`src/include/ethRt_macros.svh`:
```
// Shared constants for the real-time Ethernet switch
// The switch logic handles exactly two PHY ports, so do not change ETH_NUM_PORTS
`ifndef ETHRT_MACROS_SVH
`define ETHRT_MACROS_SVH

// ----------------------------------------
// Port count
// ----------------------------------------
`define ETH_NUM_PORTS 2        // Single-bit curPort assumes two ports

// ----------------------------------------
// Frame layout
// ----------------------------------------
`define ETH_RECV_FLUSH_BIT 31  // Flush flag in the receive info word
`define ETH_FRAME_BEGIN 0      // Send byte offset of the first frame byte

`endif

```
`src/design/ethRtPkg.sv`:
```
// Types shared by the switch blocks and the testbench
// Info word layouts follow the PHY-side FIFO format and are fixed at 32 bits
package ethRtPkg;

    // ----------------------------------------
    // Info words
    // ----------------------------------------

    // Receive info word as written by the PHY receive side
    typedef struct packed {
        logic        flush;      // Frame must be drained, not delivered
        logic [6:0]  spare0;
        logic [7:0]  firstByte;  // First data byte seen by the PHY side
        logic [3:0]  spare1;
        logic [11:0] byteCount;  // Frame length in bytes
    } rxInfo_t;

    // Send info word closing each frame in the send info FIFO
    typedef struct packed {
        logic        flush;      // Set on send FIFO overflow
        logic [6:0]  zero;
        logic [7:0]  firstByte;  // First byte handed to the send FIFO
        logic [15:0] byteCount;  // Response byte count from the host
    } txInfo_t;

    // ----------------------------------------
    // Per-port groups
    // ----------------------------------------

    // Receive FIFO outputs of one port, all FWFT
    typedef struct packed {
        logic        dataEmpty;
        logic [15:0] dout;
        logic        infoEmpty;
        rxInfo_t     info;
    } phyRxPort_t;

    // Send-side status of one port
    typedef struct packed {
        logic initOK;         // PHY link is up and configured
        logic resetActive;    // PHY side in reset
        logic sendFull;       // Send data FIFO full
        logic infoFull;       // Send info FIFO full
        logic internalError;
    } phyTxPort_t;

    // Core FSM states
    typedef enum logic [1:0] {
        stIdle,
        stRecvWait,
        stRecv,
        stSend
    } coreState_t;

endpackage

```
`src/design/rxPortSelect.sv`:
```
// Receive side port selection for the two-port switch
// Port flip only happens while the core reports idle; data pops follow curPort
`include "ethRt_macros.svh"

module rxPortSelect (
    input  logic                                           clk,
    input  logic                                           reset,
    input  ethRtPkg::phyRxPort_t [`ETH_NUM_PORTS-1:0]      rxPorts,
    input  ethRtPkg::phyTxPort_t [`ETH_NUM_PORTS-1:0]      txStatus,
    input  logic                                           bwActive,
    input  logic                                           idle,
    input  logic                                           infoTake,
    input  logic                                           dataPop,
    input  logic                                           firstByteBad,
    output logic                                           curPort,
    output ethRtPkg::rxInfo_t                              curInfo,
    output logic                                           infoValid,
    output logic [15:0]                                    recvWord,
    output logic [`ETH_NUM_PORTS-1:0]                      recvRdEn,
    output logic [`ETH_NUM_PORTS-1:0]                      recvInfoRdEn,
    output logic [`ETH_NUM_PORTS-1:0]                      recvFifoError,
    output logic                                           resetActiveOut,
    output logic                                           ethInternalError
);

    logic [`ETH_NUM_PORTS-1:0] pending;    // Port has a frame we may take now
    logic [`ETH_NUM_PORTS-1:0] portReset;

    always_comb begin
        for (int p = 0; p < `ETH_NUM_PORTS; p++) begin
            pending[p]   = txStatus[p].initOK & ~bwActive & ~rxPorts[p].infoEmpty;
            portReset[p] = txStatus[p].resetActive;
        end
    end

    assign infoValid        = pending[curPort];
    assign curInfo          = rxPorts[curPort].info;   // FWFT word is valid while not empty
    assign recvWord         = rxPorts[curPort].dout;
    assign resetActiveOut   = |portReset;               // Host sees either PHY reset
    assign ethInternalError = txStatus[curPort].internalError;

    // Flip toward the other port when only that port has work
    always_ff @(posedge clk) begin
        if (reset) begin
            curPort <= 1'b0;
        end else if (idle && !pending[curPort] && pending[~curPort]) begin
            curPort <= ~curPort;
        end
    end

    // Pop strobes go to the current port only
    always_comb begin
        recvRdEn              = '0;
        recvInfoRdEn          = '0;
        recvRdEn[curPort]     = dataPop;
        recvInfoRdEn[curPort] = infoTake;
    end

    // Sticky first-byte errors that a PHY reset clears per port
    always_ff @(posedge clk) begin
        if (reset) begin
            recvFifoError <= '0;
        end else begin
            recvFifoError <= recvFifoError & ~portReset;
            if (firstByteBad)
                recvFifoError[curPort] <= 1'b1;
        end
    end

    // Core word count must never outrun the current port's data FIFO
    assert property (@(posedge clk) disable iff (reset)
        (|recvRdEn) |-> !rxPorts[curPort].dataEmpty);

endmodule

```
`src/design/ethSwitchCore.sv`:
```
// Switch core FSM that picks a receive or forward send and sequences receive words
// Only one direction is active at a time; this suits the request/response protocol
// Info fields are latched at the decision since the info FIFO pops right after
`include "ethRt_macros.svh"

module ethSwitchCore (
    input  logic              clk,
    input  logic              reset,
    input  ethRtPkg::rxInfo_t curInfo,
    input  logic              infoValid,
    input  logic [15:0]       recvWord,
    input  logic              sendReq,           // Forward request from the forwarding side
    input  logic              sendFifoFullCur,   // Current port cannot take a send
    input  logic              responseRequired,
    input  logic              recvBusy,
    input  logic              sendDone,
    output logic              idle,
    output logic              infoTake,
    output logic              dataPop,
    output logic              firstByteBad,
    output logic              recvRequest,
    output logic              recvReady,
    output logic              isForward,
    output logic              sendStart
);

    ethRtPkg::coreState_t state;

    logic [11:0] wordCount;      // Last word index of the frame
    logic [11:0] recvCnt;        // Words handled so far
    logic [7:0]  expFirstByte;   // First byte from the info word
    logic        frameValid;     // 0 -> drain without host
    logic        dataValid;      // Word consumed by host
    logic        recvTransition; // Word done so count or finish
    logic        recvWait;       // Spacer before next recvReady
    logic        forwardGo;
    logic        frameFlush;

    assign frameFlush = curInfo[`ETH_RECV_FLUSH_BIT];
    assign forwardGo  = sendReq & ~sendFifoFullCur;

    // Idle with no forward send starting, so the port may be switched
    assign idle = (state == ethRtPkg::stIdle) & ~forwardGo;

    always_ff @(posedge clk) begin
        infoTake     <= 1'b0;     // Pulses default low
        dataPop      <= 1'b0;
        firstByteBad <= 1'b0;
        sendStart    <= 1'b0;
        if (reset) begin
            state          <= ethRtPkg::stIdle;
            recvRequest    <= 1'b0;
            recvReady      <= 1'b0;
            isForward      <= 1'b0;
            frameValid     <= 1'b0;
            dataValid      <= 1'b0;
            recvTransition <= 1'b0;
            recvWait       <= 1'b0;
            recvCnt        <= 12'd0;
        end else begin
            case (state)
                // ----------------------------------------
                ethRtPkg::stIdle: begin
                    isForward <= 1'b0;
                    recvCnt   <= 12'd0;
                    if (forwardGo) begin
                        isForward <= 1'b1;        // Forward wins over receive
                        sendStart <= 1'b1;
                        state     <= ethRtPkg::stSend;
                    end else if (infoValid) begin
                        // Words = ((bytes+3)/2 rounded down to even) + 1
                        wordCount      <= ((curInfo.byteCount + 12'd3) >> 1) & 12'hffe;
                        expFirstByte   <= curInfo.firstByte;
                        infoTake       <= 1'b1;
                        frameValid     <= ~frameFlush;
                        recvRequest    <= ~frameFlush;  // No host request on flush
                        recvReady      <= 1'b0;
                        dataValid      <= 1'b0;
                        recvWait       <= 1'b0;
                        recvTransition <= frameFlush;   // Flushed frames pop one word per cycle
                        state          <= frameFlush ? ethRtPkg::stRecv
                                                     : ethRtPkg::stRecvWait;
                    end
                end
                // ----------------------------------------
                ethRtPkg::stRecvWait: begin
                    if (recvBusy) begin               // Host accepted the request
                        recvRequest <= 1'b0;
                        recvReady   <= 1'b1;
                        state       <= ethRtPkg::stRecv;
                    end
                end
                // ----------------------------------------
                ethRtPkg::stRecv: begin
                    if (frameValid) begin
                        // 4-phase ring of ready, valid, transition and wait
                        recvReady      <= recvWait;
                        dataValid      <= recvReady;
                        recvTransition <= dataValid;
                        recvWait       <= recvTransition;
                    end
                    dataPop <= dataValid | ~frameValid;
                    if (dataValid && recvCnt == 12'd0)
                        firstByteBad <= (recvWord[15:8] != expFirstByte);
                    if (recvTransition) begin
                        if (recvCnt == wordCount) begin
                            sendStart <= frameValid & responseRequired;
                            state     <= (frameValid & responseRequired) ? ethRtPkg::stSend
                                                                         : ethRtPkg::stIdle;
                        end else begin
                            recvCnt <= recvCnt + 12'd1;
                        end
                    end
                end
                // ----------------------------------------
                ethRtPkg::stSend: begin
                    if (sendDone)
                        state <= ethRtPkg::stIdle;    // Writer closed the frame
                end
            endcase
        end
    end

    // Host strobe and FIFO pop are always apart in the word ring
    assert property (@(posedge clk) disable iff (reset) !(recvReady && dataPop));

    // Writer only reports done for a send the core started
    assert property (@(posedge clk) disable iff (reset)
        sendDone |-> (state == ethRtPkg::stSend));

endmodule

```
`src/design/txFrameWriter.sv`:
```
// Send side that pulls host words and byte-swaps them into the current port's send FIFO
// curPort must stay fixed for the whole send; the core guarantees this
// Overflow turns the rest of the frame into a flush, flagged in the info word
`include "ethRt_macros.svh"

module txFrameWriter (
    input  logic                                      clk,
    input  logic                                      reset,
    input  logic                                      sendStart,
    input  logic                                      curPort,
    input  ethRtPkg::phyTxPort_t [`ETH_NUM_PORTS-1:0] txStatus,
    input  logic                                      sendBusy,
    input  logic [15:0]                               sendWord,
    input  logic [15:0]                               responseByteCount,
    output logic                                      sendRequest,
    output logic                                      sendReady,
    output logic [`ETH_NUM_PORTS-1:0]                 sendWrEn,
    output logic [15:0]                               sendFifoDin,
    output logic [`ETH_NUM_PORTS-1:0]                 sendInfoWrEn,
    output ethRtPkg::txInfo_t                         sendInfoDin,
    output logic [`ETH_NUM_PORTS-1:0]                 sendFifoOverflow,
    output logic                                      sendDone
);

    logic [2:0]  sendCtrl;     // One-hot ring of ready, capture and count
    logic        sendActive;
    logic        sendFlush;    // Drop remaining words after overflow
    logic [11:0] sendCnt;      // Bytes sent
    logic [7:0]  firstByte;
    logic [`ETH_NUM_PORTS-1:0] portReset;

    always_comb begin
        for (int p = 0; p < `ETH_NUM_PORTS; p++)
            portReset[p] = txStatus[p].resetActive;
    end

    assign sendReady             = sendCtrl[0];
    assign sendInfoDin.flush     = sendFlush;
    assign sendInfoDin.zero      = 7'd0;
    assign sendInfoDin.firstByte = firstByte;
    assign sendInfoDin.byteCount = responseByteCount;

    always_ff @(posedge clk) begin
        sendWrEn     <= '0;
        sendInfoWrEn <= '0;
        sendDone     <= 1'b0;
        if (reset) begin
            sendRequest      <= 1'b0;
            sendCtrl         <= 3'b100;   // Parked with sendReady low
            sendActive       <= 1'b0;
            sendFlush        <= 1'b0;
            sendFifoOverflow <= '0;
        end else begin
            sendFifoOverflow <= sendFifoOverflow & ~portReset;
            if (sendStart) begin
                sendRequest <= 1'b1;
                sendCnt     <= 12'd0;
            end else if (sendRequest) begin
                if (sendBusy) begin
                    sendRequest <= 1'b0;
                    sendFlush   <= 1'b0;
                    sendCtrl    <= 3'b001;
                    sendActive  <= 1'b1;
                end
            end else if (sendActive) begin
                if (sendBusy) begin
                    sendCtrl <= {sendCtrl[1:0], sendCtrl[2]};
                    if (sendCtrl[1]) begin
                        sendFifoDin       <= {sendWord[7:0], sendWord[15:8]};
                        sendWrEn[curPort] <= ~(txStatus[curPort].sendFull | sendFlush);
                        if (txStatus[curPort].sendFull) begin
                            sendFlush                 <= 1'b1;
                            sendFifoOverflow[curPort] <= 1'b1;
                        end
                        if (sendCnt == 12'(`ETH_FRAME_BEGIN))
                            firstByte <= sendWord[7:0];   // Goes out first on the wire
                    end else if (sendCtrl[2]) begin
                        sendCnt <= sendCnt + 12'd2;
                    end
                end else begin
                    // Host dropped busy so the frame closes
                    sendCtrl              <= 3'b100;
                    sendActive            <= 1'b0;
                    sendInfoWrEn[curPort] <= 1'b1;
                    sendDone              <= 1'b1;
                end
            end
        end
    end

    // A write never lands on a full send FIFO
    assert property (@(posedge clk) disable iff (reset)
        sendWrEn[curPort] |-> !txStatus[curPort].sendFull);

endmodule

```
`src/design/ethSwitchRt.sv`:
```
// Real-time Ethernet switch between two PHY ports and the host protocol engine
// Receive and send never overlap; forward sends go out on the current port
`include "ethRt_macros.svh"

module ethSwitchRt (
    input  logic                                      clk,
    input  logic                                      reset,
    // PHY side
    input  ethRtPkg::phyRxPort_t [`ETH_NUM_PORTS-1:0] rxPorts,
    input  ethRtPkg::phyTxPort_t [`ETH_NUM_PORTS-1:0] txStatus,
    output logic [`ETH_NUM_PORTS-1:0]                 recvRdEn,
    output logic [`ETH_NUM_PORTS-1:0]                 recvInfoRdEn,
    output logic [`ETH_NUM_PORTS-1:0]                 sendWrEn,
    output logic [15:0]                               sendFifoDin,
    output logic [`ETH_NUM_PORTS-1:0]                 sendInfoWrEn,
    output ethRtPkg::txInfo_t                         sendInfoDin,
    output logic [`ETH_NUM_PORTS-1:0]                 recvFifoError,
    output logic [`ETH_NUM_PORTS-1:0]                 sendFifoOverflow,
    // Host side
    input  logic                                      sendReq,
    output logic                                      resetActiveOut,
    output logic                                      isForward,
    input  logic                                      responseRequired,
    input  logic [15:0]                               responseByteCount,
    output logic                                      recvRequest,
    input  logic                                      recvBusy,
    output logic                                      recvReady,
    output logic [15:0]                               recvWord,
    output logic                                      sendRequest,
    input  logic                                      sendBusy,
    output logic                                      sendReady,
    input  logic [15:0]                               sendWord,
    input  logic                                      bwActive,
    output logic                                      curPort,
    output logic                                      ethInternalError
);

    ethRtPkg::rxInfo_t curInfo;
    logic infoValid, idle, infoTake, dataPop, firstByteBad;
    logic sendStart, sendDone, sendFifoFullCur;

    // A port that is not up counts as full for forwarding
    assign sendFifoFullCur = ~txStatus[curPort].initOK | txStatus[curPort].sendFull
                           | txStatus[curPort].infoFull;

    rxPortSelect rxSel (
        .clk, .reset, .rxPorts, .txStatus, .bwActive, .idle, .infoTake, .dataPop,
        .firstByteBad, .curPort, .curInfo, .infoValid, .recvWord, .recvRdEn,
        .recvInfoRdEn, .recvFifoError, .resetActiveOut, .ethInternalError
    );

    ethSwitchCore core (
        .clk, .reset, .curInfo, .infoValid, .recvWord, .sendReq, .sendFifoFullCur,
        .responseRequired, .recvBusy, .sendDone, .idle, .infoTake, .dataPop,
        .firstByteBad, .recvRequest, .recvReady, .isForward, .sendStart
    );

    txFrameWriter txWr (
        .clk, .reset, .sendStart, .curPort, .txStatus, .sendBusy, .sendWord,
        .responseByteCount, .sendRequest, .sendReady, .sendWrEn, .sendFifoDin,
        .sendInfoWrEn, .sendInfoDin, .sendFifoOverflow, .sendDone
    );

endmodule

```
`config.mk`:
```
export PLATFORM = sky130hd
export DESIGN_NAME = ethSwitchRt
export DESIGN_NICKNAME = d
export VERILOG_FILES = /design/src/design/ethRtPkg.sv /design/src/design/rxPortSelect.sv /design/src/design/ethSwitchCore.sv /design/src/design/txFrameWriter.sv /design/src/design/ethSwitchRt.sv
export VERILOG_INCLUDE_DIRS = /design/src /design/src/include
export SDC_FILE = /design/constraint.sdc
export NUM_CORES = 1
export LEC_CHECK = 0
export BUFFER_PORTS_ARGS = -buffer_cell sky130_fd_sc_hd__buf_2
export CAP_MARGIN = 20
export CORE_MARGIN = 8
export CORE_UTILIZATION = 40
export CTS_CLUSTER_SIZE = 20
export DETAILED_ROUTE_END_ITERATION = 16
export HOLD_SLACK_MARGIN = 0.15
export PLACE_DENSITY = 0.73
export RECOVER_POWER = 100
export SKIP_LAST_GASP = 1
export SYNTH_ARGS = -nofsm -noshare
export SYNTH_HDL_FRONTEND = slang
export SYNTH_HIERARCHICAL = 1
export SYNTH_SLANG_ARGS = --single-unit
```
`constraint.sdc`:
```
create_clock -name clk -period 3.5 [get_ports clk]
set_clock_uncertainty 0.15 [all_clocks]
set_input_delay 0.35 -clock clk [delete_from_list [all_inputs] [get_ports clk]]
set_output_delay 0.35 -clock clk [all_outputs]
set_load 0.05 [all_outputs]
```
==> reports/qor.yml <==
finalMaxSlewViolations: 0
hold_ws_ps: 163
cp_cell_sequence: "buf_4 -> mux2_2 -> clkbuf_1"
layout_common_cells: "buf_2 (108), clkbuf_1 (64), edfxtp_1 (53)"
vdd_ir_drop_max_mv: 0.257
die_w_um: 128
cts_tree: "yes"
grt_max_degree: 35
path_buf_inv: 2
cp_slowest_cell: "dfxtp_1"
synthCells: 466
hpwl_um: 9550
fin_crit_ps: 2890
clock_latency_ps: 340
tns_ps: 0
first_global_vias: 4260
p_clk_share_pct: 33.5
area_delta_synth_final_pct: 24.7
h-tree-depth: 3
p_switching_mw: 0.885
p_sw_share_pct: 30.2
final_common_cell: "buf_2"
io-pin-count: 233
via_per_inst: 5.09
portBuffers: 169
seqPwrFrac_pct: 42.6
hold_viol: 0
setup_viol: 0
critical_path.max_stage_delay_ps: 890
grt_first_pass_wirelength_um: 20500
r2r-end: "core/wordCount[4]$_DFFE_PP_"
nNetsFinal: 791
netlist_area_mm2: 0.00500
rrSetupSlack_ps: 700
endpoint_kind: "output pin"
grt_overflow: 0
clock_path_buffers: 2
drt_iter0_markers: 284
cts_resized: 0
postCtsHoldBufs: 24
r2r-start: "rxSel/curPort$_SDFFE_PP0P_"
crit_start: "rxSel/curPort$_SDFFE_PP0P_"
cp.arrival_ps: 2390
critPathTopFamily: "buffers and inverters"
grt.total_usage_pct: 15.5
reg2reg_depth: 6
drive_gt1_share_pct: 26.1
ys_warn_count: 6
worstSetupEndpoint: "recvWord[13]"
core_mm2: 0.0124
wirelength_um: 12700
antenna_left: 0
diodes: 0
post_cts_buffers: 0
dr.pass1.iters: 4
final_util_pct: 50.3
route.detailed.drc: 0
grt_setup_unrepaired: "false"
cts.sinks: 94
clkSlewWorstSetupHoldPaths_ps: 60
outcome: "completed"
drv_cap: 0
dieHeight_um: 128
crit_type: "reg -> out"
fin_crit_sh_pct: 82.6
dieArea_mm2: 0.0163
timing.fmax_mhz: 346
wl_per_cell_um: 15.7
cp.depth: 3
antenna_found_initial: 0
comb_power_share_pct: 23.9
p_leak_nw: 2.30
p_per_area_mw_per_mm2: 470
worst_pin_slew_ps: 955
hold_class: "in -> reg"
vias: 4130
relSlewSlack_pct: 36.1
rows: 41
syn_area_per_cell_um2: 10.7
startpoint_type: "flip-flop"
cts_root_buf: "clkbuf_16"
path_max_fanout: 26
start_util_pct: 40.3
numCtsBuffers: 9
critical_path_required_ps: 3000
p_int_mw: 2.05
place_congestion: 0.831
[power groups by stage]
stage | Combinational (mW) | Sequential [mW] | Clock, mW
global route | 0.762 | 1.26 | 1.06
detailed placement | 0.691 | 1.28 | 0
floorplan | 0.563 | 1.28 | 0
global placement | 0.677 | 1.27 | 0
CTS | 0.717 | 1.25 | 1.01
finish | 0.702 | 1.25 | 0.982
[sequential cells by signal (all words and copies together), names as in the netlist, 3 cells and up]
name and cells:
txWr/sendCtrl 3, txWr/firstByte 8, txWr/sendCnt 11, txWr/sendFifoDin 16, core/expFirstByte 8, core/wordCount 10, core/recvCnt 12
[worst register-to-register path, delay by kind of cell (launching register included)]
| kind | cells | cell delay (ps) |
|---|---|---|
| flops | 1 | 890 |
| simple gates | 4 | 660 |
| buf+inv | 1 | 430 |
| compound gates | 1 | 320 |
[how the worst min path moves through the flow]
| stage | from | end | slack (ps) | cells after the start |
|---|---|---|---|---|
| finish | rxPorts[67] | core/expFirstByte[1]$_DFFE_PP_ | 160 | 2 |
| CTS | rxPorts[67] | core/expFirstByte[1]$_DFFE_PP_ | 150 | 2 |
| global route | rxPorts[16] | core/expFirstByte[0]$_DFFE_PP_ | 160 | 2 |
| detailed placement | txWr/sendFifoOverflow[0]$_SDFF_PP0_ | txWr/sendFifoOverflow[0]$_SDFF_PP0_ | 300 | 2 |
| floorplan | reset | rxSel/recvFifoError[0]$_SDFF_PP0_ | 270 | 1 |
| global placement | txWr/sendFifoOverflow[0]$_SDFF_PP0_ | txWr/sendFifoOverflow[0]$_SDFF_PP0_ | 300 | 2 |
[final cells by class]
type                            count  area, um^2
Timing Repair Buffer              197        1030
Sequential cell                    94        2410
Clock inverter                      5        57.6
Fill cell                        1151        6170
Multi-Input combinational cell    313        2210
Tap cell                          172         215
Clock buffer                       11         243
Inverter                           19        71.3
[routing by layer]
layer | global-route usage [%] | up-vias | routed length (um)
met3 | 5.16 | 20 | 1090
met2 | 25.5 | 185 | 5910
met5 | 0 | - | 0
met1 | 18.3 | 1906 | 5500
li1 | - | 2019 | -
met4 | 5.87 | 0 | 225
[stage by stage]
stage	instance area (um^2)	power (mW)	worst slack [ps]	instances
after CTS	6350	2.98	976	811
after floorplan	5030	1.85	317	472
after global placement	5810	1.95	1160	771
after detailed placement	5810	1.97	1100	771
final	6240	2.93	610	811
after global routing	6240	3.08	479	811
(Power assumes the default switching activity.)
